--- config.mk ---
export PLATFORM = sky130hd
export DESIGN_NAME = issue_router
export DESIGN_NICKNAME = d
export VERILOG_FILES = /design/src/cdb_pkg.sv /design/src/divsqrt_pkg.sv /design/src/issue_router.sv
export VERILOG_INCLUDE_DIRS = /design/src
export SDC_FILE = /design/constraint.sdc
export NUM_CORES = 1
export LEC_CHECK = 0
export ABC_AREA = 1
export BUFFER_PORTS_ARGS = -buffer_cell sky130_fd_sc_hd__clkbuf_2
export CORE_ASPECT_RATIO = 0.8
export CORE_UTILIZATION = 45
export DETAILED_ROUTE_END_ITERATION = 7
export PLACE_DENSITY = 0.82
export SKIP_LAST_GASP = 1
export SLEW_MARGIN = 20
export SYNTH_ARGS = -nofsm -noshare
export SYNTH_HDL_FRONTEND = slang
export SYNTH_SLANG_ARGS = --single-unit
--- constraint.sdc ---
create_clock -name clk -period 3.64 [get_ports clk]
set_clock_uncertainty 0.15 [all_clocks]
set_input_delay 0.91 -clock clk [delete_from_list [all_inputs] [get_ports clk]]
set_output_delay 0.91 -clock clk [all_outputs]
set_load 0.01 [all_outputs]
--- src/rs_settings.svh ---
`ifndef RS_SETTINGS_SVH
`define RS_SETTINGS_SVH

// reorder buffer tag width.
`define RS_ROB_WIDTH 6

// operand and result width.
`define RS_DATA_WIDTH 32

// station and core pairs in the cluster.
`define RS_N_UNITS 2

// entries per reservation station.
`define RS_N_ENTRY 2

`endif
--- src/cdb_pkg.sv ---
`default_nettype none

`include "rs_settings.svh"

package cdb_pkg;

	typedef logic [`RS_ROB_WIDTH-1:0] tag_t;
	typedef logic [`RS_DATA_WIDTH-1:0] word_t;

	// broadcast bus, also used for a register read where valid means the value is present.
	typedef struct packed {
		logic  valid;
		tag_t  tag;
		word_t data;
	} cdb_t;

	typedef struct packed {
		tag_t  tag;
		word_t data;
	} result_t;

	function automatic logic tag_match(input cdb_t bus, input tag_t tag);
		return bus.valid && (bus.tag == tag);
	endfunction

endpackage

`default_nettype wire

--- src/divsqrt_pkg.sv ---
`default_nettype none

package divsqrt_pkg;
	import cdb_pkg::*;

	typedef enum logic {
		OP_DIV  = 1'b0,
		OP_SQRT = 1'b1
	} divsqrt_op_t;

	typedef struct packed {
		tag_t        tag;
		divsqrt_op_t op;
		cdb_t [1:0]  opd;  // opd[0] is the dividend or radicand.
	} issue_t;

	// operand valid bit means the data has been captured.
	typedef struct packed {
		logic        valid;
		tag_t        tag;
		divsqrt_op_t op;
		cdb_t [1:0]  opd;
	} rs_entry_t;

	typedef struct packed {
		tag_t        tag;
		divsqrt_op_t op;
		word_t       a;
		word_t       b;
	} core_req_t;

endpackage

`default_nettype wire

--- src/issue_router.sv ---
`timescale 1ns/1ps
`default_nettype none

`include "rs_settings.svh"

module issue_router
	import cdb_pkg::*, divsqrt_pkg::*;
(
	input  logic                   clk,
	input  logic                   reset,
	input  logic                   issue_valid,
	input  issue_t                 issue,
	output logic                   issue_ready,
	input  cdb_t                   cdb_in,
	input  logic [`RS_N_UNITS-1:0] accept_ok,
	output logic [`RS_N_UNITS-1:0] entry_valid,
	output rs_entry_t              entry
);

	// the register file is written one cycle after the broadcast,
	// so a read in that cycle can still report the operand as pending.
	cdb_t cdb_prev;

	always_ff @(posedge clk) begin
		if (reset) begin
			cdb_prev.valid <= 1'b0;
		end else begin
			cdb_prev <= cdb_in;
		end
	end

	always_comb begin
		entry.valid = issue_valid;
		entry.tag   = issue.tag;
		entry.op    = issue.op;
		for (int j = 0; j < 2; j++) begin
			entry.opd[j] = issue.opd[j];
			if (!issue.opd[j].valid) begin
				if (tag_match(cdb_in, issue.opd[j].tag)) begin
					entry.opd[j].valid = 1'b1;
					entry.opd[j].data  = cdb_in.data;  // same-cycle bypass.
				end else if (tag_match(cdb_prev, issue.opd[j].tag)) begin
					entry.opd[j].valid = 1'b1;
					entry.opd[j].data  = cdb_prev.data;
				end
			end
		end
		if (issue.op == OP_SQRT) begin
			entry.opd[1].valid = 1'b1;  // square root has no second operand.
		end
	end

	// lowest-numbered station with space takes the issue.
	always_comb begin
		logic found;
		found = 1'b0;
		for (int i = 0; i < `RS_N_UNITS; i++) begin
			entry_valid[i] = 1'b0;
			if (accept_ok[i] && !found) begin
				entry_valid[i] = issue_valid;
				found          = 1'b1;
			end
		end
	end

	assign issue_ready = |accept_ok;

endmodule

`default_nettype wire

## After elaboration in Yosys (flattened, before gate mapping)

Index checks and enable logic that the tools add are counted.

- Equality and inequality tests: 4
- Mux-type cells: 16
- Reductions and logical operators: 7

Operators by type and width:

| cell | number |
|---|---|
| $mux 32 | 6 |
| $eq 6x6->1 | 4 |
| $mux 1 | 10 |
| $logic_and 1x1->1 | 5 |
| $reduce_or 2->1 | 1 |
| $logic_not 1->1 | 1 |

- Word-level logic and storage cells: 30
- Output and inout bits: 89
- Register bits: 39
- Input bits: 129

## Depth between registers and ports, before layout

- Depth in word-level cells: 6
- Gate-level depth with buffers: 12
- Gate-level depth less buffers: 11

## Least setup slack after synthesis

No wires, ideal clock.

- Kind: in2out
- From: input port cdb_in[37] (netlist name)
- To: output port entry[41] (netlist name)
- Buffers on the path: 1
- Slack: 0.731 ns
- Data required time: 2.580 ns
- Data arrival time: 1.849 ns
- Cell stages on the path: 10
- Path through: inv_1 nand2_1 nand2_1 nand3_1 nor2_4 nor2_2 buf_6 nand2_1 nand2_1 nor2_1

RTL lines:

| what | line | source |
|---|---|---|
| from (decl) | issue_router.sv:14 | `input cdb_t cdb_in,` |
| to (decl) | issue_router.sv:17 | `output rs_entry_t entry` |

==> results list <==
- Final-layout setup total negative slack: 0 ns
* Largest fanout on the critical path: 32
* Initial standard-cell utilization of the core: 47.48%
- Std-Cell Core Area: 8128 um2
* Remaining antenna violation count after routing: 0
- Die footprint: 8952 um2
* Weighted congestion at the end of routability-driven global placement: 0.8622
* Final Cycle Share: 93.86%
- cdb_prev holds more flip-flops than any other register.
* Largest net degree at the start of global routing: 35
* CTS H-Tree Depth: 2
* Critical path class: in -> out
- For this run, the number of Yosys warnings is 0.
- Clock tree from TritonCTS: yes
- After detailed routing, the total wire length is 11910 um.
- Peak clock frequency supported by timing: 292.7 MHz
- Regs by FF count: cdb_prev (39)
- Number of synthesized register bits: 39
* Slew Limit Headroom: 69.93%
* Number of flip-flops under the largest register name: 39
- Residual overflow from global routing: 0
- Post_cts resized: 0
* Number of placed cells counting well taps: 932
- Post-synth top area cell: edfxtp_1
- Maxcap violations: 0
- The flow ran to the end, and the final reports show no timing, DRC or antenna violations.
- Buffer levels on the longest clock path: 2
- For this run, asynchronously set or reset flops after synthesis account for 0%.
* Data arrival time at the worst-slack endpoint: 2.36 ns
- Synth-to-layout area growth: 27.37%
- Layout Nets: 960
- TritonCTS Buffers: 5
* Startpoint Class: input port
- Dividing the detail-routed wire length by the instance count gives 12.67 um.
- Synthesized instance count: 658
- Number of buffers inserted by hold repair at cts: 0
- Root buffer selected by CTS: clkbuf_8
- Violation count after the first detailed-routing iteration: 290
* Post-route insts no fill: 940
* Die Width: 105.5 um
- The mapped netlist covers 3859 um2.
- When the netlist entered floorplanning its net count stood at 787.
- After legalization and detailed placement, the total HPWL measured 8949 um.
- Power spread over the standard cell area amounts to 240.8 nW/um2.
- Leading cell type by number of instances after synthesis: nand2_1
- The number of pins with negative max-slew slack in the final report was 0.
- Number of iterations in the first detailed-routing pass: 5
- The netlist uses 23 different library cells.
- Setup violations remaining at the end of the flow were counted as 0.
- Final min period: 3.417 ns
- Top cells by area, synth: edfxtp_1 30%, nand2_1 19%, nor2_1 14%
* Post-synth top cells: 200 x nand2_1, 140 x nor2_1, 71 x nand3_1
* Total routing usage reported by global routing: 26.22%
- Via total after detailed routing: 4717
- Clock-pin slew on the worst setup and hold paths: 0.08 ns
- Summed over all cells, the static leakage comes to 0.002923 uW.
- The final count of hold timing violations came to 0.
- Number of cell rows: 29
- The via count of the first global-routing pass came to 4333.
- Element type at the critical path end: output port
* Most used DFF post-synth: edfxtp_1
- For this run, design rule violations remaining after detail routing come to 0.
- Stage delay of the slowest cell on the critical path: 0.36 ns
* Hold Crit Class: in -> reg
- Post-Synthesis Mean Instance Area: 5.864 um2
- Global-route wire length before repair: 19150 um
* RSZ-0062 raised after global routing: no
* Vias per cell: 5.018
- In this run the count of I/O pins placed on the die edge is 218.
- Critical-path top delay cell: buf_4
- At the pin with the least slew margin, the transition time is 0.4511 ns.
- The initial antenna violation count was 0.
- VDD sags by at most 156.8 uV.
- For the worst setup path, the data required time is 2.58 ns.
- Number of stages on the worst hold path: 2
* Buffers on Ports: 205
- Measured along the y axis, the die boundary spans 84.83 um.
- Most frequent cell on the critical path: nand2_1
- Antenna fix cells: 0
* Cell-by-cell listing of the critical path: clkbuf_2, inv_2, nand2_1, nand2_1, nor2_1, nand2_1, nor2_4, buf_4, nand3_1, nand2_1, nor2_1, clkbuf_2
- Sequential cell area fraction in the yosys report: 30.09%
* Post-CTS Setup Repair Bufs: 0
- Number of synthesized flops with an enable pin: 38
- After synthesis, the largest area contributor takes up 29.57% of total cell area.
- The tree built by TritonCTS fans out to 39 sinks.
- Share of layout cells above drive strength 1: 30.05%
[metrics by stage]
step | setup WS (ns) | hold slack, ns | utilization, % | area [um2] | total power [uW]
4_1_cts | 0.01090 | 0.6396 | 60.34 | 4905 | 1190
3_5_place_dp | 0.01942 | 0.9477 | 59.30 | 4820 | 901.3
2_1_floorplan | 0.7306 | 0.8324 | - | 3859 | 750.9
6_report | 0.2235 | 0.6412 | 60.47 | 4915 | 1184
5_1_grt | 0.06093 | 0.6491 | 60.47 | 4915 | 1247
3_3_place_gp | 0.02648 | 0.9413 | 59.30 | 4820 | 894.6
[cell usage in the layout, fill, tap and decap left out]
cell type   count
clkbuf_2      205
nand2_1       200
nor2_1        140
nand3_1        71
a21oi_1        67
inv_1          58
edfxtp_1       38
buf_4          15
inv_2           9
clkbuf_8        5
nor2_4          4
nand2_2         3
clkinv_1        2
nor2_2          2
buf_12          2
xor2_1          1
o21ai_0         1
o22ai_1         1
a21oi_2         1
nand3_2         1
or2_2           1
nand3b_1        1
dfxtp_1         1
clkinvlp_4      1
clkinv_2        1
clkbuf_1        1
[final timing paths]
| kind | startpoint | slack [ns] | to |
|---|---|---|---|
| setup / recovery | cdb_in[32] | 0.22 | entry[39] |
| hold / removal | reset | 0.64 | cdb_prev[38] |
[worst max-delay path, delay by kind of cell]
family        cells  cell delay (ns)
simple gates      8             0.76
buf+inv           4             0.68
[metal layers]
metal | track usage, % | share of wire, %
met1 | 32.77 | 42
met2 | 46.23 | 47
met3 | 4.301 | 8.5
met4 | 8.965 | 2.0
met5 | 0 | 0
[area by class of cell]
| class | instances | area, um2 |
|---|---|---|
| repair buffers | 222 | 1179 |
| clock buffers | 6 | 72.57 |
| inverters | 69 | 259.0 |
| multi-input cells | 494 | 2096 |
| well taps | 108 | 135.1 |
| flip-flops and latches | 39 | 1161 |
| clock inverters | 2 | 12.51 |
| fillers | 789 | 3213 |
[report_power, final]
part / switching, uW / internal (uW)
Combinational: 208 / 136
Sequential: 18.1 / 532
Clock: 155 / 134
[kinds of logic (layout without fill, tap and decap cells)]
logic type,count (synthesis),count (layout),synth area share (%)
flip-flops,39,39,30.09
XOR/XNOR,1,1,0.2270
AND/OR/NAND/NOR,423,423,44.62
AO/OA/AOI/OAI,70,70,9.209
buffers and inverters,125,299,15.86
Power figures use the tool's default switching activity.
