$ cat src/rs_settings.svh
`ifndef RS_SETTINGS_SVH
`define RS_SETTINGS_SVH

// reorder buffer tag width.
`define RS_ROB_WIDTH 6

// operand and result width.
`define RS_DATA_WIDTH 32

// station and core pairs in the cluster.
`define RS_N_UNITS 2

// entries per reservation station.
`define RS_N_ENTRY 2

`endif
$ cat src/cdb_pkg.sv
`default_nettype none

`include "rs_settings.svh"

package cdb_pkg;

	typedef logic [`RS_ROB_WIDTH-1:0] tag_t;
	typedef logic [`RS_DATA_WIDTH-1:0] word_t;

	// broadcast bus, also used for a register read where valid means the value is present.
	typedef struct packed {
		logic  valid;
		tag_t  tag;
		word_t data;
	} cdb_t;

	typedef struct packed {
		tag_t  tag;
		word_t data;
	} result_t;

	function automatic logic tag_match(input cdb_t bus, input tag_t tag);
		return bus.valid && (bus.tag == tag);
	endfunction

endpackage

`default_nettype wire

$ cat src/divsqrt_pkg.sv
`default_nettype none

package divsqrt_pkg;
	import cdb_pkg::*;

	typedef enum logic {
		OP_DIV  = 1'b0,
		OP_SQRT = 1'b1
	} divsqrt_op_t;

	typedef struct packed {
		tag_t        tag;
		divsqrt_op_t op;
		cdb_t [1:0]  opd;  // opd[0] is the dividend or radicand.
	} issue_t;

	// operand valid bit means the data has been captured.
	typedef struct packed {
		logic        valid;
		tag_t        tag;
		divsqrt_op_t op;
		cdb_t [1:0]  opd;
	} rs_entry_t;

	typedef struct packed {
		tag_t        tag;
		divsqrt_op_t op;
		word_t       a;
		word_t       b;
	} core_req_t;

endpackage

`default_nettype wire

$ cat src/divsqrt_station.sv
`timescale 1ns/1ps
`default_nettype none

`include "rs_settings.svh"

module divsqrt_station
	import cdb_pkg::*, divsqrt_pkg::*;
(
	input  logic      clk,
	input  logic      reset,
	input  logic      entry_valid,
	input  rs_entry_t entry,
	output logic      accept_ok,
	input  cdb_t      cdb_in,
	output logic      done,
	output result_t   result,
	input  logic      pop
);

	localparam int N_ENTRY = `RS_N_ENTRY;
	localparam int SEL_W   = (N_ENTRY > 1) ? $clog2(N_ENTRY) : 1;

	rs_entry_t [N_ENTRY-1:0] e;  // packed from index 0, oldest first.
	rs_entry_t [N_ENTRY-1:0] e_upd;
	rs_entry_t [N_ENTRY-1:0] e_shift;
	rs_entry_t [N_ENTRY-1:0] e_next;
	logic      [N_ENTRY-1:0] ready;
	logic      [SEL_W-1:0]   sel;

	logic      req_valid;
	core_req_t req;
	logic      idle;
	logic      start;

	// cdb wakeup of waiting operands.
	always_comb begin
		for (int i = 0; i < N_ENTRY; i++) begin
			e_upd[i] = e[i];
			for (int j = 0; j < 2; j++) begin
				if (!e[i].opd[j].valid && tag_match(cdb_in, e[i].opd[j].tag)) begin
					e_upd[i].opd[j].valid = 1'b1;
					e_upd[i].opd[j].data  = cdb_in.data;
				end
			end
		end
	end

	// oldest entry with both operands present.
	always_comb begin
		for (int i = 0; i < N_ENTRY; i++) begin
			ready[i] = e[i].valid && e[i].opd[0].valid && e[i].opd[1].valid;
		end
		sel = '0;
		for (int i = N_ENTRY - 1; i >= 0; i--) begin
			if (ready[i]) begin
				sel = SEL_W'(i);
			end
		end
	end

	assign req_valid = |ready;
	assign req.tag   = e[sel].tag;
	assign req.op    = e[sel].op;
	assign req.a     = e[sel].opd[0].data;
	assign req.b     = e[sel].opd[1].data;
	assign start     = req_valid && idle;

	// remove the dispatched entry and close the gap.
	always_comb begin
		for (int i = 0; i < N_ENTRY - 1; i++) begin
			if (start && (i >= int'(sel))) begin
				e_shift[i] = e_upd[i + 1];
			end else begin
				e_shift[i] = e_upd[i];
			end
		end
		e_shift[N_ENTRY-1] = start ? '0 : e_upd[N_ENTRY-1];
	end

	// new entry lands in the first free slot after the shift.
	always_comb begin
		logic placed;
		placed = 1'b0;
		for (int i = 0; i < N_ENTRY; i++) begin
			e_next[i] = e_shift[i];
			if (entry_valid && !e_shift[i].valid && !placed) begin
				e_next[i]       = entry;
				e_next[i].valid = 1'b1;
				placed          = 1'b1;
			end
		end
	end

	assign accept_ok = !e[N_ENTRY-1].valid || start;

	always_ff @(posedge clk) begin
		if (reset) begin
			for (int i = 0; i < N_ENTRY; i++) begin
				e[i].valid <= 1'b0;
			end
		end else begin
			e <= e_next;
		end
	end

	divsqrt_core u_core (
		.clk       (clk),
		.reset     (reset),
		.req_valid (req_valid),
		.req       (req),
		.idle      (idle),
		.done      (done),
		.result    (result),
		.pop       (pop)
	);

endmodule

`default_nettype wire

$ cat src/divsqrt_core.sv
`timescale 1ns/1ps
`default_nettype none

module divsqrt_core
	import cdb_pkg::*, divsqrt_pkg::*;
(
	input  logic      clk,
	input  logic      reset,
	input  logic      req_valid,
	input  core_req_t req,
	output logic      idle,
	output logic      done,
	output result_t   result,
	input  logic      pop
);

	localparam int W   = $bits(word_t);
	localparam int CNT = $clog2(W);

	logic        busy;
	logic [CNT-1:0] count;
	divsqrt_op_t op;
	tag_t        tag;
	word_t       x;    // dividend or radicand, consumed from the top.
	word_t       d;
	word_t       rem;
	word_t       q;    // quotient or root, filled from the bottom.

	logic [W:0]   div_sh;
	logic [W+1:0] div_diff;
	logic         div_borrow;
	logic [W+1:0] sq_sh;
	logic [W+1:0] sq_trial;
	logic [W+1:0] sq_diff;
	logic         sq_borrow;

	assign div_sh     = {rem, x[W-1]};
	assign div_diff   = {1'b0, div_sh} - {2'b00, d};
	assign div_borrow = div_diff[W+1];  // a zero divisor never borrows, so q ends all ones.

	assign sq_sh     = {rem, x[W-1:W-2]};
	assign sq_trial  = {q, 2'b01};
	assign sq_diff   = sq_sh - sq_trial;
	assign sq_borrow = sq_diff[W+1];

	assign idle        = !busy && !done;
	assign result.tag  = tag;
	assign result.data = q;

	always_ff @(posedge clk) begin
		if (reset) begin
			busy <= 1'b0;
			done <= 1'b0;
		end else if (busy) begin
			if (op == OP_DIV) begin
				rem <= div_borrow ? div_sh[W-1:0] : div_diff[W-1:0];
				q   <= {q[W-2:0], !div_borrow};
				x   <= {x[W-2:0], 1'b0};
			end else begin
				rem <= sq_borrow ? sq_sh[W-1:0] : sq_diff[W-1:0];
				q   <= {q[W-2:0], !sq_borrow};
				x   <= {x[W-3:0], 2'b00};
			end
			count <= count - 1'b1;
			if (count == '0) begin
				busy <= 1'b0;
				done <= 1'b1;
			end
		end else if (done) begin
			if (pop) begin
				done <= 1'b0;  // result held until the arbiter takes it.
			end
		end else if (req_valid) begin
			busy  <= 1'b1;
			op    <= req.op;
			tag   <= req.tag;
			x     <= req.a;
			d     <= req.b;
			rem   <= '0;
			q     <= '0;
			count <= (req.op == OP_DIV) ? CNT'(W - 1) : CNT'(W / 2 - 1);
		end
	end

endmodule

`default_nettype wire

$ cat config.mk
export PLATFORM = sky130hd
export DESIGN_NAME = divsqrt_station
export DESIGN_NICKNAME = d
export VERILOG_FILES = /design/src/cdb_pkg.sv /design/src/divsqrt_pkg.sv /design/src/divsqrt_station.sv /design/src/divsqrt_core.sv
export VERILOG_INCLUDE_DIRS = /design/src
export SDC_FILE = /design/constraint.sdc
export NUM_CORES = 1
export LEC_CHECK = 0
export BUFFER_PORTS_ARGS = -buffer_cell sky130_fd_sc_hd__buf_2
export CAP_MARGIN = 20
export CORE_MARGIN = 4
export CORE_UTILIZATION = 45
export CTS_BUF_LIST = sky130_fd_sc_hd__clkbuf_16
export CTS_CLUSTER_DIAMETER = 60
export DETAILED_ROUTE_END_ITERATION = 16
export GPL_TIMING_DRIVEN = 0
export HOLD_SLACK_MARGIN = 0.03
export SYNTH_ARGS = -nofsm -noshare
export SYNTH_HDL_FRONTEND = slang
export SYNTH_SLANG_ARGS = --single-unit
$ cat constraint.sdc
create_clock -name clk -period 15.42 [get_ports clk]
set_clock_uncertainty 0.15 [all_clocks]
set_input_delay 1.542 -clock clk [delete_from_list [all_inputs] [get_ports clk]]
set_output_delay 1.542 -clock clk [all_outputs]
set_load 0.005 [all_outputs]
### Word-level counts from Yosys, hierarchy flattened

Index checks and enable logic that the tools add are counted.

* $lt $le $gt $ge: 2
* muxes and demuxes: 41
* bitwise logic cells: 3
* reductions and logical operators: 44
* eq/ne operators: 6
* add/subtract/negate cells: 3

Operators by type and width (number)
* 32-bit two-way mux: 15
* 86-bit two-way mux: 4
* 85-bit two-way mux: 2
* 33-bit by 32-bit subtractor with 34-bit output: 1
* 34-bit subtractor: 1
* 6-bit == test: 4
* 5-bit two-way mux: 4
* 1-bit logical AND: 18
* 1-bit two-way mux: 16
* 1-bit zero test: 12
* 2-bit AND reduction: 4
* 2-bit nonzero test: 3
* 3-bit nonzero test: 2
* 5-bit zero test: 1
* 5-bit by 1-bit subtractor with 5-bit output (second input constant): 1
* 2-bit != test (second input constant): 2
* 4-bit AND reduction: 1
* 1-bit NOT: 3
* 3-bit AND reduction: 1
* 1-bit by 2-bit < comparator with 1-bit output (second input constant): 1
* 2-bit OR reduction: 1
* 1-bit >= comparator (first input constant): 1
* 1-bit logical OR: 1

* input port bits: 129
* output and inout port bits: 40
* register bits after elaboration: 314
* word-level logic and storage cells: 126

### Longest topological paths before layout

* depth in word-level cells: 14
* gate-level depth with buffers: 14
* mapped depth without buffers: 13

### Hierarchy

From an unflattened synthesis, not the netlist that was laid out.

* cell total of the unflattened synthesis: 1725
* area total of the unflattened synthesis: 19032.0 um2

By module, submodules not included
* divsqrt_core: sequential area each 4244.1 um2, area an instance 9738.1 um2, instances 1, cells an instance 975
* divsqrt_station: sequential area each 5144.9 um2, area an instance 9293.9 um2, instances 1, cells an instance 750

### Least setup slack after synthesis

OpenSTA, ideal clock, no wires.

* path type: input to register
* start: input port reset
* end: register u_core.count[0] (enable)
* path buffers: 1
* required time: 14.709 ns
* arrival time: 5.956 ns
* stages on the path: 2
* setup time: 0.561 ns
* path slack: 8.753 ns
* cell sequence: clkbuf_1 -> nor2_1

* cells in the longest elaborated chain, start to end: 2

RTL lines
* from (decl): RTL line divsqrt_station.sv:10 `input logic reset,`
* 1-bit NOT (no line)
* 3-bit AND reduction (no line)
* to (signal assigned): RTL line divsqrt_core.sv:64 `count <= count - 1'b1;`
* to (signal assigned): RTL line divsqrt_core.sv:81 `count <= (req.op == OP_DIV) ? CNT'(W - 1) : CNT'(W / 2 - 1);`
* to (decl): RTL line divsqrt_core.sv:21 `logic [CNT-1:0] count;`

Every way passes these cells.
A chain may end at the register's enable or synchronous reset.

### Worst setup path after layout

* start: register u_core.busy
* end: register e[81] (netlist bit) (enable)

* cells in the longest elaborated chain, start to end: 9

RTL lines
* from (decl): RTL line divsqrt_core.sv:20 `logic busy;`
* from (signal assigned): RTL line divsqrt_core.sv:52 `busy <= 1'b0;`
* from (signal assigned): RTL line divsqrt_core.sv:66 `busy <= 1'b0;`
* from (signal assigned): RTL line divsqrt_core.sv:74 `busy <= 1'b1;`
* 1-bit zero test *: RTL line divsqrt_core.sv:46 `assign idle = !busy && !done;`
* 1-bit logical AND *: RTL line divsqrt_core.sv:46
* 1-bit logical AND *: RTL line divsqrt_station.sv:66 `assign start = req_valid && idle;`
* 1-bit logical AND *: RTL line divsqrt_station.sv:71 `if (start && (i >= int'(sel))) begin`
* 86-bit two-way mux: RTL line divsqrt_station.sv:71
* 1-bit zero test: RTL line divsqrt_station.sv:86 `if (entry_valid && !e_shift[i].valid && !placed) begin`
* 1-bit logical AND: RTL line divsqrt_station.sv:86
* 2-bit nonzero test (no line) *
* 2-bit AND reduction (no line) *
* to (signal assigned): RTL line divsqrt_station.sv:102 `e <= e_next;`
* to (decl): RTL line divsqrt_station.sv:23 `rs_entry_t [N_ENTRY-1:0] e;`

Every way passes the cells marked *; elsewhere a longest branch is shown, timed or not. The select of a mux whose other input is x is not followed.

==> reports/metrics.csv <==
stage,metric,value,unit
outcome,outcome,finished clean,
synth,synthAdderAreaFrac,4.35,%
timing,slew_headroom,33.6,%
placed_design,hpwl,44400,um
synth,netlist_area,19400,um2
timing,finalCritPeriodShare,33.4,%
synth,synth_top_family_by_area,simple AND/OR/NAND/NOR gates,
timing,period_needed,5140,ps
clock_network,clock_path_buffers,3,
floorplan,die_y,216,um
clock_network,clk_pin_slew,60,ps
timing,rsz0062_at_grt,false,
worst_setup_path,r2r-end,e[81],
clock_network,ctsHoldBuffers,0,
worst_setup_path,r2r_start,u_core.busy,
synth,synth-seq-cells,314,
finish,fin_area,22700,um2
finish,synthToLayoutAreaGrowth,16.6,%
floorplan,die_x,216,um
timing,hold_viol,0,
floorplan,core_region_area,42300,um2
worst_hold_path,min_to,u_core.d[3],
pwr,ir_worst_vdd,0.0904,mV
timing,fmax,194,MHz
finish,fill_cells,3912,
synth,ys_seq_area_share,48.3,%
worst_setup_path,crit_type,reg -> reg,
synth,synth_cell_type_count,76,
synth,yosysMostFrequentCell,nand2_1,
worst_hold_path,min-delay-start,e[42],
route,route.detailed.drc,0,
synth,synth-compound-area-share,13.8,%
route,wirelength,58000,um
global_route,grt_max_degree,39,
clock_network,cts_setup_buffers,0,
finish,final_cell_count_no_fill,2793,
global_route,grt_pass1_vias,15790,
route,ant_nets,0,
clock_network,cts_tree,built,
clock_network,cts_root_buf,clkbuf_16,
timing,worst_pin_slew,995,ps
placed_design,post-place-ws,10370,ps
synth,yosysTopAreaCellShare,47.9,%
finish,final_nets,2383,
finish,drive_gt1_share,13.1,%
timing,setup_ws,10280,ps
placed_design,dpl_cell_area,21200,um2
route,vias,15695,
synth,synth_enable_flop_cells,310,
synth,synthMuxAreaShare,10.5,%
worst_setup_path,regToRegSetupSlack,10280,ps
synth,synth_area_leaders,"edfxtp_1 48%, mux2i_1 9.6%, nand2_1 7.9%",
synth,synth_xor_area_share,3.70,%
placed_design,io_buffers,165,
clock_network,cts_resized,0,
worst_setup_path,cp_data_required_time,15470,ps
worst_setup_path,critical_path_peak_fanout,19,
floorplan,die_area,46600,um2
placed_design,gp_congestion,0.911,
run,max_cap_viol_count,0,
synth,synth_common_cells,"408 x nand2_1, 310 x edfxtp_1, 186 x mux2i_1, 118 x o21ai_0, 115 x a21oi_1",
global_route,track_usage,24.4,%
timing,setup_viol,0,
worst_setup_path,startpoint_type,flop,
synth,ys.flop_type,edfxtp_1,
floorplan,initial_core_util,45.9,%
clock_network,clkLatencyLatePin,580,ps
worst_setup_path,endpoint_kind,flop,
worst_hold_path,hp-class,reg -> reg,
pwr,power,2.53,mW
timing,whs,365,ps
timing,fin_setup_tns,0,ps
placed_design,dp_cells,2721,
synth,synth_fp_nets,2166,
clock_network,h-tree-depth,2,
clock_network,cts.sinks,314,
global_route,grt_pass1_wl,89900,um
synth,async_reset_ff_share,0,%
global_route,antenna_found_initial,0,
route,drt_iter0_drc,1125,
synth,syn_area_per_cell,9.86,um2
timing,finalMaxSlewViolations,0,
pwr,leakagePower,9.27,nW
worst_setup_path,crit_arrival,5200,ps
synth,ys_warn_count,0,
floorplan,fp-row-count,75,
synth,synth-simple-area-share,15.1,%
clock_network,cts_buffers,41,
synth,synthCells,1970,
pwr,p_per_area,112,nW/um2
worst_setup_path,reg2reg_depth,10,
global_route,overflow,0,
route,routedWlPerCell,20.8,um
finish,final_core_util,53.5,%
worst_hold_path,hold_depth,2,
floorplan,ios,169,
synth,yosysTopAreaCell,edfxtp_1,
route,routed_via_density,5.62,
finish,antenna_cells,0,
route,first_pass_iters,5,
-- cell type report --
type	instances	area (um2)	area share, %
sequential	314	9390	41.4
buffer	120	502	2.21
clock buffer	42	1050	4.64
clock inverter	30	413	1.82
tap	577	722	3.19
inverter	86	325	1.44
timing repair buffer	174	993	4.39
multi-input combinational	1450	9260	40.9
-- sequential cells by signal (all words and copies together), names as in the netlist --
name and count:
u_core.d 32, u_core.count 5, u_core.busy 1, u_core.op 1, u_core.rem 32, u_core.tag 6
u_core.done 1, u_core.q 32, e 172, u_core.x 32
-- power by group --
part / internal, mW / switching (mW)
logic: 0.168 / 0.267
clock network: 0.637 / 0.394
registers: 1.02 / 0.0366
-- critical path, cell delays in order (launching register included) --
cell and delay [ps]:
dfxtp_1 300, clkbuf_1 200, inv_1 520, nand2_1 330, nor2_1 550, mux2i_1 340, and2_1 330, clkbuf_1 530
clkbuf_1 480, o21ai_0 360, inv_1 670
-- cell families after synthesis --
| logic type | Yosys count |
|---|---|
| adder cells (fa/ha/maj) | 67 |
| AND/OR/NAND/NOR | 675 |
| multiplexers | 202 |
| buffers and inverters | 206 |
| AO/OA/AOI/OAI | 424 |
| XOR/XNOR | 82 |
| flip-flops | 314 |
-- metal layers --
| metal | wire length [um] | track usage (%) |
|---|---|---|
| met2 | 28700 | 42.9 |
| met4 | 1780 | 8.20 |
| met5 | 0 | 0 |
| met1 | 24400 | 31.1 |
| met3 | 3160 | 3.07 |
-- worst max path at each step --
| stage | start | endpoint | cells past startpoint |
|---|---|---|---|
| 2_1_floorplan | reset | u_core.count[0] | 2 |
| 3_3_place_gp | reset | u_core.q[26] | 2 |
| 3_5_place_dp | u_core.busy | e[36] | 10 |
| 4_1_cts | u_core.busy | e[82] | 10 |
| 5_1_grt | u_core.busy | e[83] | 10 |
| 6_report | u_core.busy | e[81] | 10 |
-- placed cells by master, fill, tap and decap left out, types with 44 or more instances in the layout --
| master | n |
|---|---|
| a21oi_1 | 115 |
| and3_1 | 54 |
| buf_2 | 175 |
| clkbuf_1 | 89 |
| edfxtp_1 | 310 |
| ha_1 | 66 |
| inv_1 | 89 |
| mux2i_1 | 186 |
| nand2_1 | 408 |
| nand3_1 | 44 |
| nor2_1 | 86 |
| o21ai_0 | 116 |
| o31ai_1 | 68 |
| xnor2_1 | 46 |
No activity file was read; power rests on OpenSTA's default activity.
